<file path="config.mk">
export PLATFORM = sky130hd
export DESIGN_NAME = branch_unit
export DESIGN_NICKNAME = d
export VERILOG_FILES = /design/src/design/branch_pkg.sv /design/src/design/branch_issue_stage.sv /design/src/design/branch_resolver.sv /design/src/design/branch_target_buffer.sv /design/src/design/branch_redirect.sv /design/src/design/branch_unit.sv
export SDC_FILE = /design/constraint.sdc
export NUM_CORES = 1
export LEC_CHECK = 0
export BUFFER_PORTS_ARGS = -buffer_cell sky130_fd_sc_hd__buf_4
export CAP_MARGIN = 20
export CELL_PAD_IN_SITES_DETAIL_PLACEMENT = 1
export CELL_PAD_IN_SITES_GLOBAL_PLACEMENT = 2
export CORE_ASPECT_RATIO = 1.5
export CORE_MARGIN = 2
export CORE_UTILIZATION = 45
export CTS_BUF_LIST = sky130_fd_sc_hd__clkbuf_16
export DETAILED_ROUTE_END_ITERATION = 10
export MAX_ROUTING_LAYER = met4
export PLACE_DENSITY_LB_ADDON = 0.1
export RECOVER_POWER = 100
export REMOVE_ABC_BUFFERS = 1
export SYNTH_ARGS = -nofsm -noshare
export SYNTH_HDL_FRONTEND = slang
export SYNTH_SLANG_ARGS = --single-unit
</file>
<file path="constraint.sdc">
create_clock -name CLK -period 14.1 [get_ports CLK]
set_input_delay 2.82 -clock CLK [delete_from_list [all_inputs] [get_ports CLK]]
set_output_delay 2.82 -clock CLK [all_outputs]
set_load 0.005 [all_outputs]
</file>
<file path="src/design/branch_pkg.sv">
`default_nettype none

package branch_pkg;

  // Data and address word
  typedef logic [31:0] word_t;

  // Conditional branch kinds, encoded as the funct3 field
  typedef enum logic [2:0] {
    BT_BEQ  = 3'b000,
    BT_BNE  = 3'b001,
    BT_BLT  = 3'b100,
    BT_BGE  = 3'b101,
    BT_BLTU = 3'b110,
    BT_BGEU = 3'b111
  } branch_type_t;

  // J_NONE marks a conditional branch
  typedef enum logic [1:0] {
    J_NONE = 2'd0,
    J_JAL  = 2'd1,
    J_JALR = 2'd2
  } jump_type_t;

  // BTB geometry, index is pc[5:2] and tag is pc[31:6]
  localparam int BTB_ENTRIES = 16;
  localparam int BTB_INDEX_W = 4;
  localparam int BTB_TAG_W   = 26;

  // 2-bit saturating counter, upper bit set means predict taken
  typedef logic [1:0] ctr_t;

  localparam ctr_t CTR_STRONG_NT = 2'd0;
  localparam ctr_t CTR_WEAK_NT   = 2'd1;
  localparam ctr_t CTR_WEAK_T    = 2'd2;
  localparam ctr_t CTR_STRONG_T  = 2'd3;

endpackage

`default_nettype wire

</file>
<file path="src/design/branch_issue_stage.sv">
`default_nettype none

module branch_issue_stage (
  input  logic                     CLK,
  input  logic                     nRST,
  input  logic                     issue,
  input  logic                     hold,
  input  branch_pkg::word_t        issue_pc,
  input  branch_pkg::word_t        issue_imm,
  input  branch_pkg::word_t        issue_reg_a,
  input  branch_pkg::word_t        issue_reg_b,
  input  branch_pkg::branch_type_t issue_branch_type,
  input  branch_pkg::jump_type_t   issue_jump_type,
  input  logic                     issue_predicted,
  output logic                     enable,
  output branch_pkg::word_t        pc,
  output branch_pkg::word_t        imm,
  output branch_pkg::word_t        reg_a,
  output branch_pkg::word_t        reg_b,
  output branch_pkg::branch_type_t branch_type,
  output branch_pkg::jump_type_t   jump_type,
  output logic                     predicted
);

  logic load;

  // Commit holding the stage blocks any new issue
  assign load = issue && !hold;

  always_ff @(posedge CLK, negedge nRST) begin
    if (!nRST) begin
      enable <= 1'b0;
    end else if (!hold) begin
      enable <= issue;
    end
  end

  // Operand register keeps its contents until the next accepted issue
  always_ff @(posedge CLK) begin
    if (load) begin
      pc          <= issue_pc;
      imm         <= issue_imm;
      reg_a       <= issue_reg_a;
      reg_b       <= issue_reg_b;
      branch_type <= issue_branch_type;
      jump_type   <= issue_jump_type;
      predicted   <= issue_predicted;
    end
  end

endmodule

`default_nettype wire

</file>
<file path="src/design/branch_resolver.sv">
`default_nettype none

module branch_resolver (
  input  logic                     CLK,
  input  logic                     nRST,
  input  logic                     enable,
  input  branch_pkg::word_t        pc,
  input  branch_pkg::word_t        imm,
  input  branch_pkg::word_t        reg_a,
  input  branch_pkg::word_t        reg_b,
  input  branch_pkg::branch_type_t branch_type,
  input  branch_pkg::jump_type_t   jump_type,
  input  logic                     predicted,
  output logic                     update_btb,
  output branch_pkg::word_t        update_pc,
  output branch_pkg::word_t        branch_target,
  output logic                     branch_outcome,
  output logic                     miss,
  output logic                     is_jump,
  output branch_pkg::word_t        correct_pc,
  output branch_pkg::word_t        link_data
);

  logic              cmp_eq;
  logic              cmp_lt;
  logic              cmp_ltu;
  logic              cond_taken;
  logic              updated;
  branch_pkg::word_t last_pc;
  branch_pkg::word_t seq_pc;
  branch_pkg::word_t jalr_sum;

  // Shared comparators that the inverted types reuse
  assign cmp_eq  = reg_a == reg_b;
  assign cmp_lt  = $signed(reg_a) < $signed(reg_b);
  assign cmp_ltu = reg_a < reg_b;

  always_comb begin
    case (branch_type)
      branch_pkg::BT_BEQ:  cond_taken = cmp_eq;
      branch_pkg::BT_BNE:  cond_taken = !cmp_eq;
      branch_pkg::BT_BLT:  cond_taken = cmp_lt;
      branch_pkg::BT_BGE:  cond_taken = !cmp_lt;
      branch_pkg::BT_BLTU: cond_taken = cmp_ltu;
      branch_pkg::BT_BGEU: cond_taken = !cmp_ltu;
      default:             cond_taken = 1'b0;
    endcase
  end

  // Immediate arrives already decoded and sign extended
  assign seq_pc        = pc + 32'd4;
  assign branch_target = pc + imm;
  assign jalr_sum      = reg_a + imm;

  assign is_jump        = jump_type != branch_pkg::J_NONE;
  assign branch_outcome = cond_taken;
  assign link_data      = seq_pc;
  assign update_pc      = pc;

  // Jumps always redirect and never count as mispredictions
  assign miss = !is_jump && (cond_taken != predicted);

  always_comb begin
    case (jump_type)
      branch_pkg::J_JAL:  correct_pc = branch_target;
      branch_pkg::J_JALR: correct_pc = jalr_sum & ~32'd1;
      default:            correct_pc = cond_taken ? branch_target : seq_pc;
    endcase
  end

  // Only the first cycle of a held conditional branch may train the BTB
  assign update_btb = enable && !is_jump && !(updated && last_pc == pc);

  always_ff @(posedge CLK, negedge nRST) begin
    if (!nRST) begin
      updated <= 1'b0;
      last_pc <= '0;
    end else begin
      updated <= enable && !is_jump;
      if (enable) begin
        last_pc <= pc;
      end
    end
  end

endmodule

`default_nettype wire

</file>
<file path="src/design/branch_target_buffer.sv">
`default_nettype none

module branch_target_buffer (
  input  logic              CLK,
  input  logic              nRST,
  input  logic              update_btb,
  input  branch_pkg::word_t update_pc,
  input  branch_pkg::word_t branch_target,
  input  logic              branch_outcome,
  input  branch_pkg::word_t fetch_pc,
  output logic              btb_hit,
  output logic              btb_taken,
  output branch_pkg::word_t btb_target
);

  logic [branch_pkg::BTB_ENTRIES-1:0] valid;
  logic [branch_pkg::BTB_TAG_W-1:0]   tag_mem [branch_pkg::BTB_ENTRIES];
  branch_pkg::word_t                  target_mem [branch_pkg::BTB_ENTRIES];
  branch_pkg::ctr_t                   ctr_mem [branch_pkg::BTB_ENTRIES];

  logic [branch_pkg::BTB_INDEX_W-1:0] upd_idx;
  logic [branch_pkg::BTB_TAG_W-1:0]   upd_tag;
  logic [branch_pkg::BTB_INDEX_W-1:0] fetch_idx;
  logic [branch_pkg::BTB_TAG_W-1:0]   fetch_tag;
  logic                               upd_hit;
  branch_pkg::ctr_t                   ctr_cur;
  branch_pkg::ctr_t                   ctr_next;

  assign upd_idx   = update_pc[branch_pkg::BTB_INDEX_W+1:2];
  assign upd_tag   = update_pc[31:branch_pkg::BTB_INDEX_W+2];
  assign fetch_idx = fetch_pc[branch_pkg::BTB_INDEX_W+1:2];
  assign fetch_tag = fetch_pc[31:branch_pkg::BTB_INDEX_W+2];

  assign upd_hit = valid[upd_idx] && tag_mem[upd_idx] == upd_tag;
  assign ctr_cur = ctr_mem[upd_idx];

  // Saturating step toward the resolved outcome
  always_comb begin
    ctr_next = ctr_cur;
    if (branch_outcome) begin
      if (ctr_cur != branch_pkg::CTR_STRONG_T) begin
        ctr_next = ctr_cur + 2'd1;
      end
    end else if (ctr_cur != branch_pkg::CTR_STRONG_NT) begin
      ctr_next = ctr_cur - 2'd1;
    end
  end

  always_ff @(posedge CLK, negedge nRST) begin
    if (!nRST) begin
      valid <= '0;
    end else if (update_btb) begin
      valid[upd_idx] <= 1'b1;
    end
  end

  // A tag miss evicts the old entry and starts at the weak state of the outcome
  always_ff @(posedge CLK) begin
    if (update_btb) begin
      if (upd_hit) begin
        ctr_mem[upd_idx] <= ctr_next;
      end else begin
        tag_mem[upd_idx]    <= upd_tag;
        target_mem[upd_idx] <= branch_target;
        ctr_mem[upd_idx]    <= branch_outcome ? branch_pkg::CTR_WEAK_T
                                              : branch_pkg::CTR_WEAK_NT;
      end
    end
  end

  // Fetch lookup
  assign btb_hit    = valid[fetch_idx] && tag_mem[fetch_idx] == fetch_tag;
  assign btb_taken  = btb_hit && ctr_mem[fetch_idx][1];
  assign btb_target = btb_hit ? target_mem[fetch_idx] : '0;

endmodule

`default_nettype wire

</file>
<file path="src/design/branch_redirect.sv">
`default_nettype none

module branch_redirect (
  input  logic              CLK,
  input  logic              nRST,
  input  logic              resolved_valid,
  input  logic              miss,
  input  logic              is_jump,
  input  branch_pkg::word_t correct_pc,
  input  branch_pkg::word_t link_data,
  output logic              redirect,
  output branch_pkg::word_t redirect_pc,
  output logic              link_valid,
  output branch_pkg::word_t link_data_out,
  output logic              branch_done
);

  // Front end must refetch on a misprediction or any jump
  always_ff @(posedge CLK, negedge nRST) begin
    if (!nRST) begin
      redirect    <= 1'b0;
      link_valid  <= 1'b0;
      branch_done <= 1'b0;
    end else begin
      redirect    <= resolved_valid && (miss || is_jump);
      link_valid  <= resolved_valid && is_jump;
      branch_done <= resolved_valid;
    end
  end

  // Payload follows the resolver while the operation is valid
  always_ff @(posedge CLK) begin
    if (resolved_valid) begin
      redirect_pc   <= correct_pc;
      link_data_out <= link_data;
    end
  end

endmodule

`default_nettype wire

</file>
<file path="src/design/branch_unit.sv">
`default_nettype none

module branch_unit (
  input  logic                     CLK,
  input  logic                     nRST,
  input  logic                     issue,
  input  logic                     hold,
  input  branch_pkg::word_t        issue_pc,
  input  branch_pkg::word_t        issue_imm,
  input  branch_pkg::word_t        issue_reg_a,
  input  branch_pkg::word_t        issue_reg_b,
  input  branch_pkg::branch_type_t issue_branch_type,
  input  branch_pkg::jump_type_t   issue_jump_type,
  input  logic                     issue_predicted,
  input  branch_pkg::word_t        fetch_pc,
  output logic                     btb_hit,
  output logic                     btb_taken,
  output branch_pkg::word_t        btb_target,
  output logic                     redirect,
  output branch_pkg::word_t        redirect_pc,
  output logic                     link_valid,
  output branch_pkg::word_t        link_data,
  output logic                     branch_done
);

  // Issue stage to resolver
  logic                     enable;
  branch_pkg::word_t        pc;
  branch_pkg::word_t        imm;
  branch_pkg::word_t        reg_a;
  branch_pkg::word_t        reg_b;
  branch_pkg::branch_type_t branch_type;
  branch_pkg::jump_type_t   jump_type;
  logic                     predicted;

  // Resolver to BTB and redirect stage
  logic              update_btb;
  branch_pkg::word_t update_pc;
  branch_pkg::word_t branch_target;
  logic              branch_outcome;
  logic              miss;
  logic              is_jump;
  branch_pkg::word_t correct_pc;
  branch_pkg::word_t res_link_data;

  branch_issue_stage issue0 (
    .CLK, .nRST, .issue, .hold,
    .issue_pc, .issue_imm, .issue_reg_a, .issue_reg_b,
    .issue_branch_type, .issue_jump_type, .issue_predicted,
    .enable, .pc, .imm, .reg_a, .reg_b,
    .branch_type, .jump_type, .predicted
  );

  branch_resolver resolver0 (
    .CLK, .nRST, .enable, .pc, .imm, .reg_a, .reg_b,
    .branch_type, .jump_type, .predicted,
    .update_btb, .update_pc, .branch_target, .branch_outcome,
    .miss, .is_jump, .correct_pc,
    .link_data (res_link_data)
  );

  branch_target_buffer btb0 (
    .CLK, .nRST, .update_btb, .update_pc, .branch_target, .branch_outcome,
    .fetch_pc, .btb_hit, .btb_taken, .btb_target
  );

  branch_redirect redirect0 (
    .CLK, .nRST,
    .resolved_valid (enable),
    .miss, .is_jump, .correct_pc,
    .link_data      (res_link_data),
    .redirect, .redirect_pc, .link_valid,
    .link_data_out  (link_data),
    .branch_done
  );

endmodule

`default_nettype wire

</file>
* Word-level counts from Yosys, hierarchy flattened
Memories as Yosys holds them, arrays and structs flattened. A register that Yosys moved wholly into a read port is not among the register bits.
Cells that the tools add are included.
Widths: inputs -> output; s select.
** Operators by class
- Add/sub/neg operators :: 5
- Magnitude comparators :: 5
- Equality and inequality tests :: 13
- Multiplexer cells :: 23
- Bitwise gates (word level) :: 2
- Reductions and logical operators :: 21
** Operators with widths (number)
- $add 32x32->32 :: 2
- $eq 32x32->1 :: 2
- $lt 32x32->1 :: 2
- $mux 32 :: 2
- $pmux 32 s2 :: 1
- $eq 26x26->1 :: 2
- $add 32x3->32 const B :: 1
- $or 16x16->16 :: 1
- $eq 3x3->1 const B :: 4
- $logic_and 1x1->1 :: 11
- $lt 4x5->1 const B :: 2
- $mux 2 :: 5
- $mux 1 :: 9
- $bmux 1 s4 :: 2
- $mux 4 :: 2
- $logic_not 1->1 :: 6
- $pmux 1 s6 :: 1
- $demux 1 s4 :: 1
- $ge 4x1->1 const B :: 1
- $reduce_bool 2->1 :: 2
- $eq 3x1->1 const B :: 1
- $logic_not 3->1 :: 1
- $add 2x1->2 const B :: 1
- $eq 2x1->1 const B :: 1
- other kinds (6) :: 6
** Word-level totals
- Flip-flop bits (word level) :: 251
- RAM bits :: 960
- Input port bits :: 170
- Output and inout port bits :: 101
- Logic and storage cells :: 88
- Memories :: 3
** Memories
- btb0.target_mem :: depth 16, width 32, read ports 1, clocked after memory_dff 0, wr ports 1, RTL line branch_target_buffer.sv:18 : branch_pkg::word_t target_mem [branch_pkg::BTB_ENTRIES];
- btb0.tag_mem :: depth 16, width 26, read ports 2, clocked after memory_dff 1, wr ports 1, RTL line branch_target_buffer.sv:17 : logic [branch_pkg::BTB_TAG_W-1:0] tag_mem [branch_pkg::BTB_ENTRIES];
- btb0.ctr_mem :: depth 16, width 2, read ports 2, clocked after memory_dff 1, wr ports 1, RTL line branch_target_buffer.sv:19 : branch_pkg::ctr_t ctr_mem [branch_pkg::BTB_ENTRIES];

* Logic depth before layout (Yosys ltp)
Gate-level depths: netlist of the first run.
- Depth in word-level cells :: 7
- Mapped depth :: 15
- Depth with buffers taken out :: 11

* Cells and area by module
A second synthesis of the first run with hierarchy kept.
** Unflattened totals
- Cell total of the unflattened synthesis :: 3089
- Area, all modules :: 55373.1 um^2
** By module, submodules not included
- branch_target_buffer :: times used 1, cells each 1931, area each 41843.9 um^2, seq. area each 29228.0 um^2
- branch_resolver :: times used 1, cells each 952, area each 7444.6 um^2, seq. area each 825.8 um^2
- branch_issue_stage :: times used 1, cells each 137, area each 4072.7 um^2, seq. area each 4048.9 um^2
- branch_redirect :: times used 1, cells each 69, area each 2011.9 um^2, seq. area each 1996.9 um^2

* Least setup slack after synthesis of the first run
Ideal clock, no wire load.
- Path kind :: in2out
- Start :: in fetch_pc[2]
- End :: out btb_taken
- Arrival :: 5396 ps
- Data required time :: 11280 ps
- Path slack :: 5884 ps
- Cell stages on the path :: 9
- Buffers on the path :: 6
- Cells stage by stage :: buf_6 buf_6 buf_2 buf_2 clkbuf_1 buf_2 mux4_2 mux4_2 and2b_1
** On the way
- Cells in the longest elaborated chain, start to end :: 4
- Elaborated cells on any way between the ends :: 7
- Classes of those cells :: 1 x eq/ne; 2 x mux; 2 x reduce/logical; 2 x memory
** Ends and longest elaborated chain
- from (decl) :: RTL line branch_unit.sv:15 : input branch_pkg::word_t fetch_pc,
- $mem_v2 16x26 / $bmux 1 s4 (equally long branches)
- $eq 26x26->1 / $mux 1 (equally long branches) :: RTL line branch_target_buffer.sv:72 : assign btb_hit = valid[fetch_idx] && tag_mem[fetch_idx] == fetch_tag;
- $logic_and 1x1->1 :: RTL line branch_target_buffer.sv:72
- $logic_and 1x1->1 (*) :: RTL line branch_target_buffer.sv:73 : assign btb_taken = btb_hit && ctr_mem[fetch_idx][1];
- to (decl) :: RTL line branch_unit.sv:17 : output logic btb_taken,
Every way passes the cells marked *; elsewhere a longest branch is shown, timed or not. The select of a mux whose other input is x is not followed.

==> impl_metrics.toml, run 1 <==
[yosys]
synth.avg_cell_area_um2 = 18.4
muxShareOfSynthArea = 0.190
synth-simple-area-share = 0.0368
synth_xor_area_frac = 0.0266
synth_compound_area_frac = 0.0420
synth-main-ff-cell = "edfxtp_1"
synth_fa_ha_area_frac = 0.0236
synth_warnings = 0
synth_top_area_frac = 0.636
synth_edf_count = 1158
synthCells = 2973
yosys-top-cells-count = "1158 x edfxtp_1, 392 x mux4_2, 108 x xnor2_1, 100 x ha_1"
ys_ff_latch = 1215
synth_seq_area_share = 0.662
async_reset_ff_frac = 0.0436
synth_top_family_by_area = "multiplexers"
yosysUniqueCellTypes = 74
yosys.area.top_type = "edfxtp_1"
synth.area.top_cells = "edfxtp_1 64%, mux4_2 16%, dfrtp_1 2.4%, ha_1 2.3%, xnor2_1 1.7%"
syn_area_um2 = 54700
synth.most_common_cell = "edfxtp_1"

[cts]
cts_tree = "built"
ctsLongestPathBuffers = 3
hold_buffers = 0
post_cts_buffers = 0
clkSinkCount = 1215
cts-root-buf = "clkbuf_16"
cts_resized = 0
cts_made_buffers = 113
clk_pin_slew_ns = 0.06
clkLatencyLatePin_ns = 0.76
htreeDepth = 3

[grt]
grt_first_pass_wirelength_mm = 241
first_global_vias = 33225
grt_max_degree = 96
track_usage = 0.282
grt_antenna_before_repair = 3
grt_overflow_total = 0

[die]
die_h_um = 431
fp.dieW_um = 289
core_area_um2 = 121000
std_cell_rows = 156
fp.dieArea_um2 = 124000
io_pins = 271
start_util = 0.453

[worst_setup_path]
max_stage_delay_ns = 2.69
r2r_cells = 12
cp-end-kind = "register"
crit_buf_inv = 4
crit_type = "reg2reg"
cp_top_family = "buffers and inverters"
r2r_end = "btb0.target_mem[4][18]$_DFFE_PP_"
path_cells = "buf_4 -> clkbuf_1 -> nand2_1 -> o22ai_1 -> nor3_1 -> nor4_1 -> a41oi_1 -> a2111oi_0 -> and4b_1 -> nor2_1 -> clkbuf_1 -> clkbuf_2"
slowest_stage = "clkbuf_1"
cp-start-kind = "register"
arrival_ns = 11.31
required_ns = 14.19
r2r_slack_ns = 2.88
path_max_fanout = 44
crit_top_cell = "clkbuf_1"

[place]
io_buffers = 268
routabilityCongestion = 0.899
dp.cells = 4771
dp_hpwl_mm = 107

[timing]
period_share = 0.795
tns_ns = 0
relSlewSlack = -1.65
fin_crit_ns = 11.22
tightest_slew_ns = 3.98
drv_slew = 1486
skew_ns = 0.0430
hold_viol = 0
rsz0062_at_grt = "no"
setup_viol = 0
fmax_ghz = 0.0892

[power]
p_leak_nw = 20.9
power_mw = 8.32
p_per_area_nw_per_um2 = 134
ir_drop_v = 0.000101

[worst_hold_path]
min-delay-start = "btb0.valid[14]$_DFFE_PN0P_"
hold_depth = 1
hold_class = "reg2reg"
whs_endpoint = "btb0.valid[14]$_DFFE_PN0P_"

[route]
postRouteWirelength_mm = 169
dr.pass1.iters = 6
avgViaCountPerCell = 6.20
first_iter_violations = 3080
route.detailed.drc = 0
wl_per_cell_um = 33.8
antenna_left = 0
vias = 30964

[status]
status = "complete, but fails checks"
violations = "max-capacitance violations, max-slew violations"

[cells_and_area]
drive_gt1_frac = 0.257
stdcell_count = 4992
nNetsFinal = 3589
area_growth_syn_to_layout_pct = 13.3
final_util = 0.514

[flow_run]
max_cap_viol_count = 50
-- metal layers --
metal | track usage | vias up | wire length (µm) | part of all wire
li1 | - | 12877 | - | -
met1 | 0.370 | 16817 | 69100 | 0.41
met2 | 0.468 | 1053 | 86300 | 0.51
met3 | 0.0335 | 217 | 8780 | 0.052
met4 | 0.0766 | 0 | 4390 | 0.026
met5 | - | - | 0 | 0
-- through the flow --
stage	instance area, µm²	setup WS [ns]	hold WS [ns]
3_3_place_gp	58900	3.61	0.466
2_1_floorplan	53900	4.10	0.446
4_1_cts	62400	3.58	0.495
3_5_place_dp	58900	3.59	0.476
6_report	62000	2.88	0.490
5_1_grt	62000	2.18	0.519
-- cell type report --
cell class | instances | area [µm²]
Fill cell | 11143 | 58700
Sequential cell | 1215 | 36200
Multi-Input combinational cell | 1520 | 17500
Clock buffer | 113 | 2830
Timing Repair Buffer | 387 | 2470
Tap cell | 1580 | 1980
Clock inverter | 96 | 703
Inverter | 80 | 300
Antenna cell | 1 | 2.50
-- cell usage in the layout, fill, tap and decap left out, drive strengths merged, types with 5 or more instances in the layout --
master and n:
a2111oi 6, a211oi 23, a21o 25, a21oi 83, a221o 9, a221oi 5, a22oi 19, a31oi 13
and2 16, and2b 13, and3 8, buf 69, bufinv 7, clkbuf 431, clkinv 54, dfrtp 53
edfxtp 1158, ha 100, inv 111, mux2 48, mux2i 71, mux4 404, nand2 83, nand2b 30
nand3 28, nand4 36, nor2 73, nor2b 38, nor3 29, nor3b 5, nor4 14, o211ai 14
o21a 9, o21ai 59, o21bai 8, o221ai 7, o22ai 10, or3 7, xnor2 108, xor2 58
-- logic make-up (layout without fill, tap and decap cells) --
kind of cell             Yosys count  in the layout
AO/OA/AOI/OAI                    340            340
XOR/XNOR                         166            166
adder cells (fa/ha/maj)          102            102
buffers and inverters            238            676
flip-flops                      1215           1215
multiplexers                     523            523
other                              0              1
AND/OR/NAND/NOR                  389            389
-- worst max-delay path by stage --
stage / start / to / depth (start not counted)
final: register / btb0.target_mem[4][18]$_DFFE_PP_ / 12
after global routing: register / btb0.target_mem[4][18]$_DFFE_PP_ / 12
after CTS: fetch_pc[2] / btb_target[9] / 11
after detailed placement: fetch_pc[2] / btb_target[9] / 11
after global placement: fetch_pc[2] / btb_target[9] / 11
after floorplan: hold / register / 2
-- sequential cells by signal, indices dropped and copies added, names as in the netlist, named ones only --
name / count
resolver0.last_pc: 32
btb0.valid: 16
issue0.imm: 32
btb0.target_mem: 512
redirect0.redirect: 1
issue0.branch_type: 3
redirect0.link_data_out: 32
issue0.jump_type: 2
issue0.enable: 1
btb0.ctr_mem: 32
issue0.reg_b: 32
btb0.tag_mem: 416
issue0.predicted: 1
resolver0.updated: 1
issue0.reg_a: 32
redirect0.branch_done: 1
issue0.pc: 32
redirect0.redirect_pc: 32
redirect0.link_valid: 1
-- worst register-to-register path, delay by kind of cell, from the launching register on --
family,cells,cell delay (ns)
buffers and inverters,4,5.26
AND/OR/NAND/NOR,5,3.57
AO/OA/AOI/OAI,3,1.32
flip-flops,1,0.33
-- where the power goes --
group	leakage (nW)	internal (mW)	switching (mW)	total, mW
sequential	11.2	4.18	0.0821	4.26
clock	1.83	1.59	1.39	2.98
combinational	7.89	0.415	0.657	1.07
Note: power is estimated with default switching activity, not from simulation.
==> inputs of run 2 (changes only) <==
==> constraint.sdc (replaced) <==
create_clock -name CLK -period 11.1 [get_ports CLK]
set_input_delay 2.22 -clock CLK [delete_from_list [all_inputs] [get_ports CLK]]
set_output_delay 2.22 -clock CLK [all_outputs]
set_load 0.005 [all_outputs]
==> run 2 against run 1 <==
Compared with the run above:
- the run still ends with max-capacitance violations, max-slew violations left
- die area stayed put
- register-to-register slack worse by 1.2 ns
- final area is 0.22% higher
- core utilization is 0.12 points higher
- final cell count hardly changed
- non-clock buffer count is 2 lower
- worst hold slack better by 0.0088 ns
- sequential share of layout area is 0.13 points lower
- clock-buffer cell count is 1 higher
- global-route usage is 0.17 points higher
- largest cell class unchanged
- wire length hardly changed
- first-iteration DRC count is 12% higher
- critical endpoint is now btb_taken
- highest routed layer unchanged
==> impl_metrics.toml, run 2 (same netlist as run 1, synthesis figures left out) <==
[status]
status = "complete, but fails checks"
violations = "max-capacitance violations, max-slew violations"

[cells_and_area]
final_util = 0.515
fillers = 11046
antenna_cells = 0
layout_common_cells = "1158 x edfxtp_1, 392 x mux4_2, 188 x clkbuf_4, 114 x clkbuf_16, 110 x clkbuf_1"
area_growth_syn_to_layout_pct = 13.5
final_common_cell = "edfxtp_1"
largest_reg_flops = 512
reg.largest.list = "btb0.target_mem: 512 flops, btb0.tag_mem: 416 flops"
largest-register = "btb0.target_mem"
finalInstanceArea_um2 = 62100
nNetsFinal = 3588
drive_gt1_frac = 0.265
stdcell_count = 4990

[route]
wl_per_cell_um = 33.8
first_iter_violations = 3463
antenna_left = 0
postRouteWirelength_mm = 168
route.detailed.drc = 0
dr.pass1.iters = 5
avgViaCountPerCell = 6.27
vias = 31278

[power]
power_mw = 10.6
p_leak_nw = 20.9
p_per_area_nw_per_um2 = 170
ir_drop_v = 0.000127

[timing]
period_share = 0.880
setup_viol = 0
layout_setup_ws_ns = 1.33
rsz0062_at_grt = "no"
fin_crit_ns = 9.77
drv_slew = 1049
relSlewSlack = -1.69
skew_ns = 0.0295
tightest_slew_ns = 4.04
whs_ns = 0.498
tns_ns = 0
hold_viol = 0
fmax_ghz = 0.102

[die]
start_util = 0.453
fp.dieArea_um2 = 124000
io_pins = 271
die_h_um = 431
core_area_um2 = 121000
fp.dieW_um = 289
std_cell_rows = 156

[cts]
clkLatencyLatePin_ns = 0.75
cts-root-buf = "clkbuf_16"
cts_tree = "built"
post_cts_buffers = 0
cts_made_buffers = 114
clkSinkCount = 1215
ctsLongestPathBuffers = 3
htreeDepth = 3
clk_pin_slew_ns = 0.06
hold_buffers = 0
cts_resized = 0

[worst_setup_path]
path_max_fanout = 64
crit_type = "in2out"
required_ns = 8.88
r2r_slack_ns = 1.71
cp-end-kind = "output pin"
cp-start-kind = "primary input"
r2r_cells = 11
r2r_end = "btb0.target_mem[9][31]$_DFFE_PP_"
arrival_ns = 7.55

[place]
routabilityCongestion = 0.878
io_buffers = 268
place_area_um2 = 59000
dp_hpwl_mm = 107
dp.cells = 4774
pre_cts_ws_ns = 2.34

[worst_hold_path]
hold_class = "reg2reg"
min-delay-start = "btb0.valid[0]$_DFFE_PN0P_"
hold_depth = 1
whs_endpoint = "btb0.valid[0]$_DFFE_PN0P_"

[grt]
grt_max_degree = 97
grt_overflow_total = 0
grt_first_pass_wirelength_mm = 242
track_usage = 0.284
grt_antenna_before_repair = 3
first_global_vias = 33443

[flow_run]
max_cap_viol_count = 38
==> run 2: changes by cell type in the layout (fill, tap and decap cells not counted), moves of 6 or more <==
cell,delta
buf_4,+12
clkinv_1,-7
inv_1,-7
nor2_1,-7
clkbuf_2,-6
clkbuf_4,-6
clkinvlp_4,+6
nor2_4,+6
==> run 2: layer usage <==
metal | part of all wire | vias up | track usage
met4 | 0.029 | 0 | 0.0815
met5 | 0 | - | -
li1 | - | 12896 | -
met1 | 0.41 | 16890 | 0.377
met3 | 0.057 | 276 | 0.0282
met2 | 0.50 | 1216 | 0.468
==> run 2: layout make-up <==
class	count	area, µm²	share of cell area
Clock buffer	114	2850	0.0459
Clock inverter	96	708	0.0114
Inverter	80	300	0.00484
Multi-Input combinational cell	1520	17500	0.282
Sequential cell	1215	36200	0.583
Tap cell	1580	1980	0.0318
Timing Repair Buffer	385	2530	0.0408
==> run 2: worst max-delay path: stages <==
cell	delay, ns
buf_8	0.37
clkbuf_1	1.05
mux4_2	0.63
mux4_2	0.55
xnor2_1	0.19
nand4_1	0.13
nor3_1	0.60
nand4_1	0.23
clkbuf_1	0.57
and2b_1	0.40
clkbuf_4	0.13
==> run 2: how the worst max path moves through the flow <==
stage | cells past startpoint | to | slack, ns | startpoint
after floorplan | 2 | register | 1.70 | hold
after global placement | 11 | btb_target[9] | 2.36 | fetch_pc[2]
after detailed placement | 11 | btb_target[9] | 2.34 | fetch_pc[2]
after CTS | 11 | btb_target[9] | 2.31 | fetch_pc[2]
after global routing | 11 | btb_target[6] | 1.10 | fetch_pc[2]
final | 11 | btb_taken | 1.33 | fetch_pc[2]
==> run 2: where the power goes <==
part | internal [mW] | switching (mW)
Sequential | 5.31 | 0.110
Clock | 2.00 | 1.80
Combinational | 0.527 | 0.836
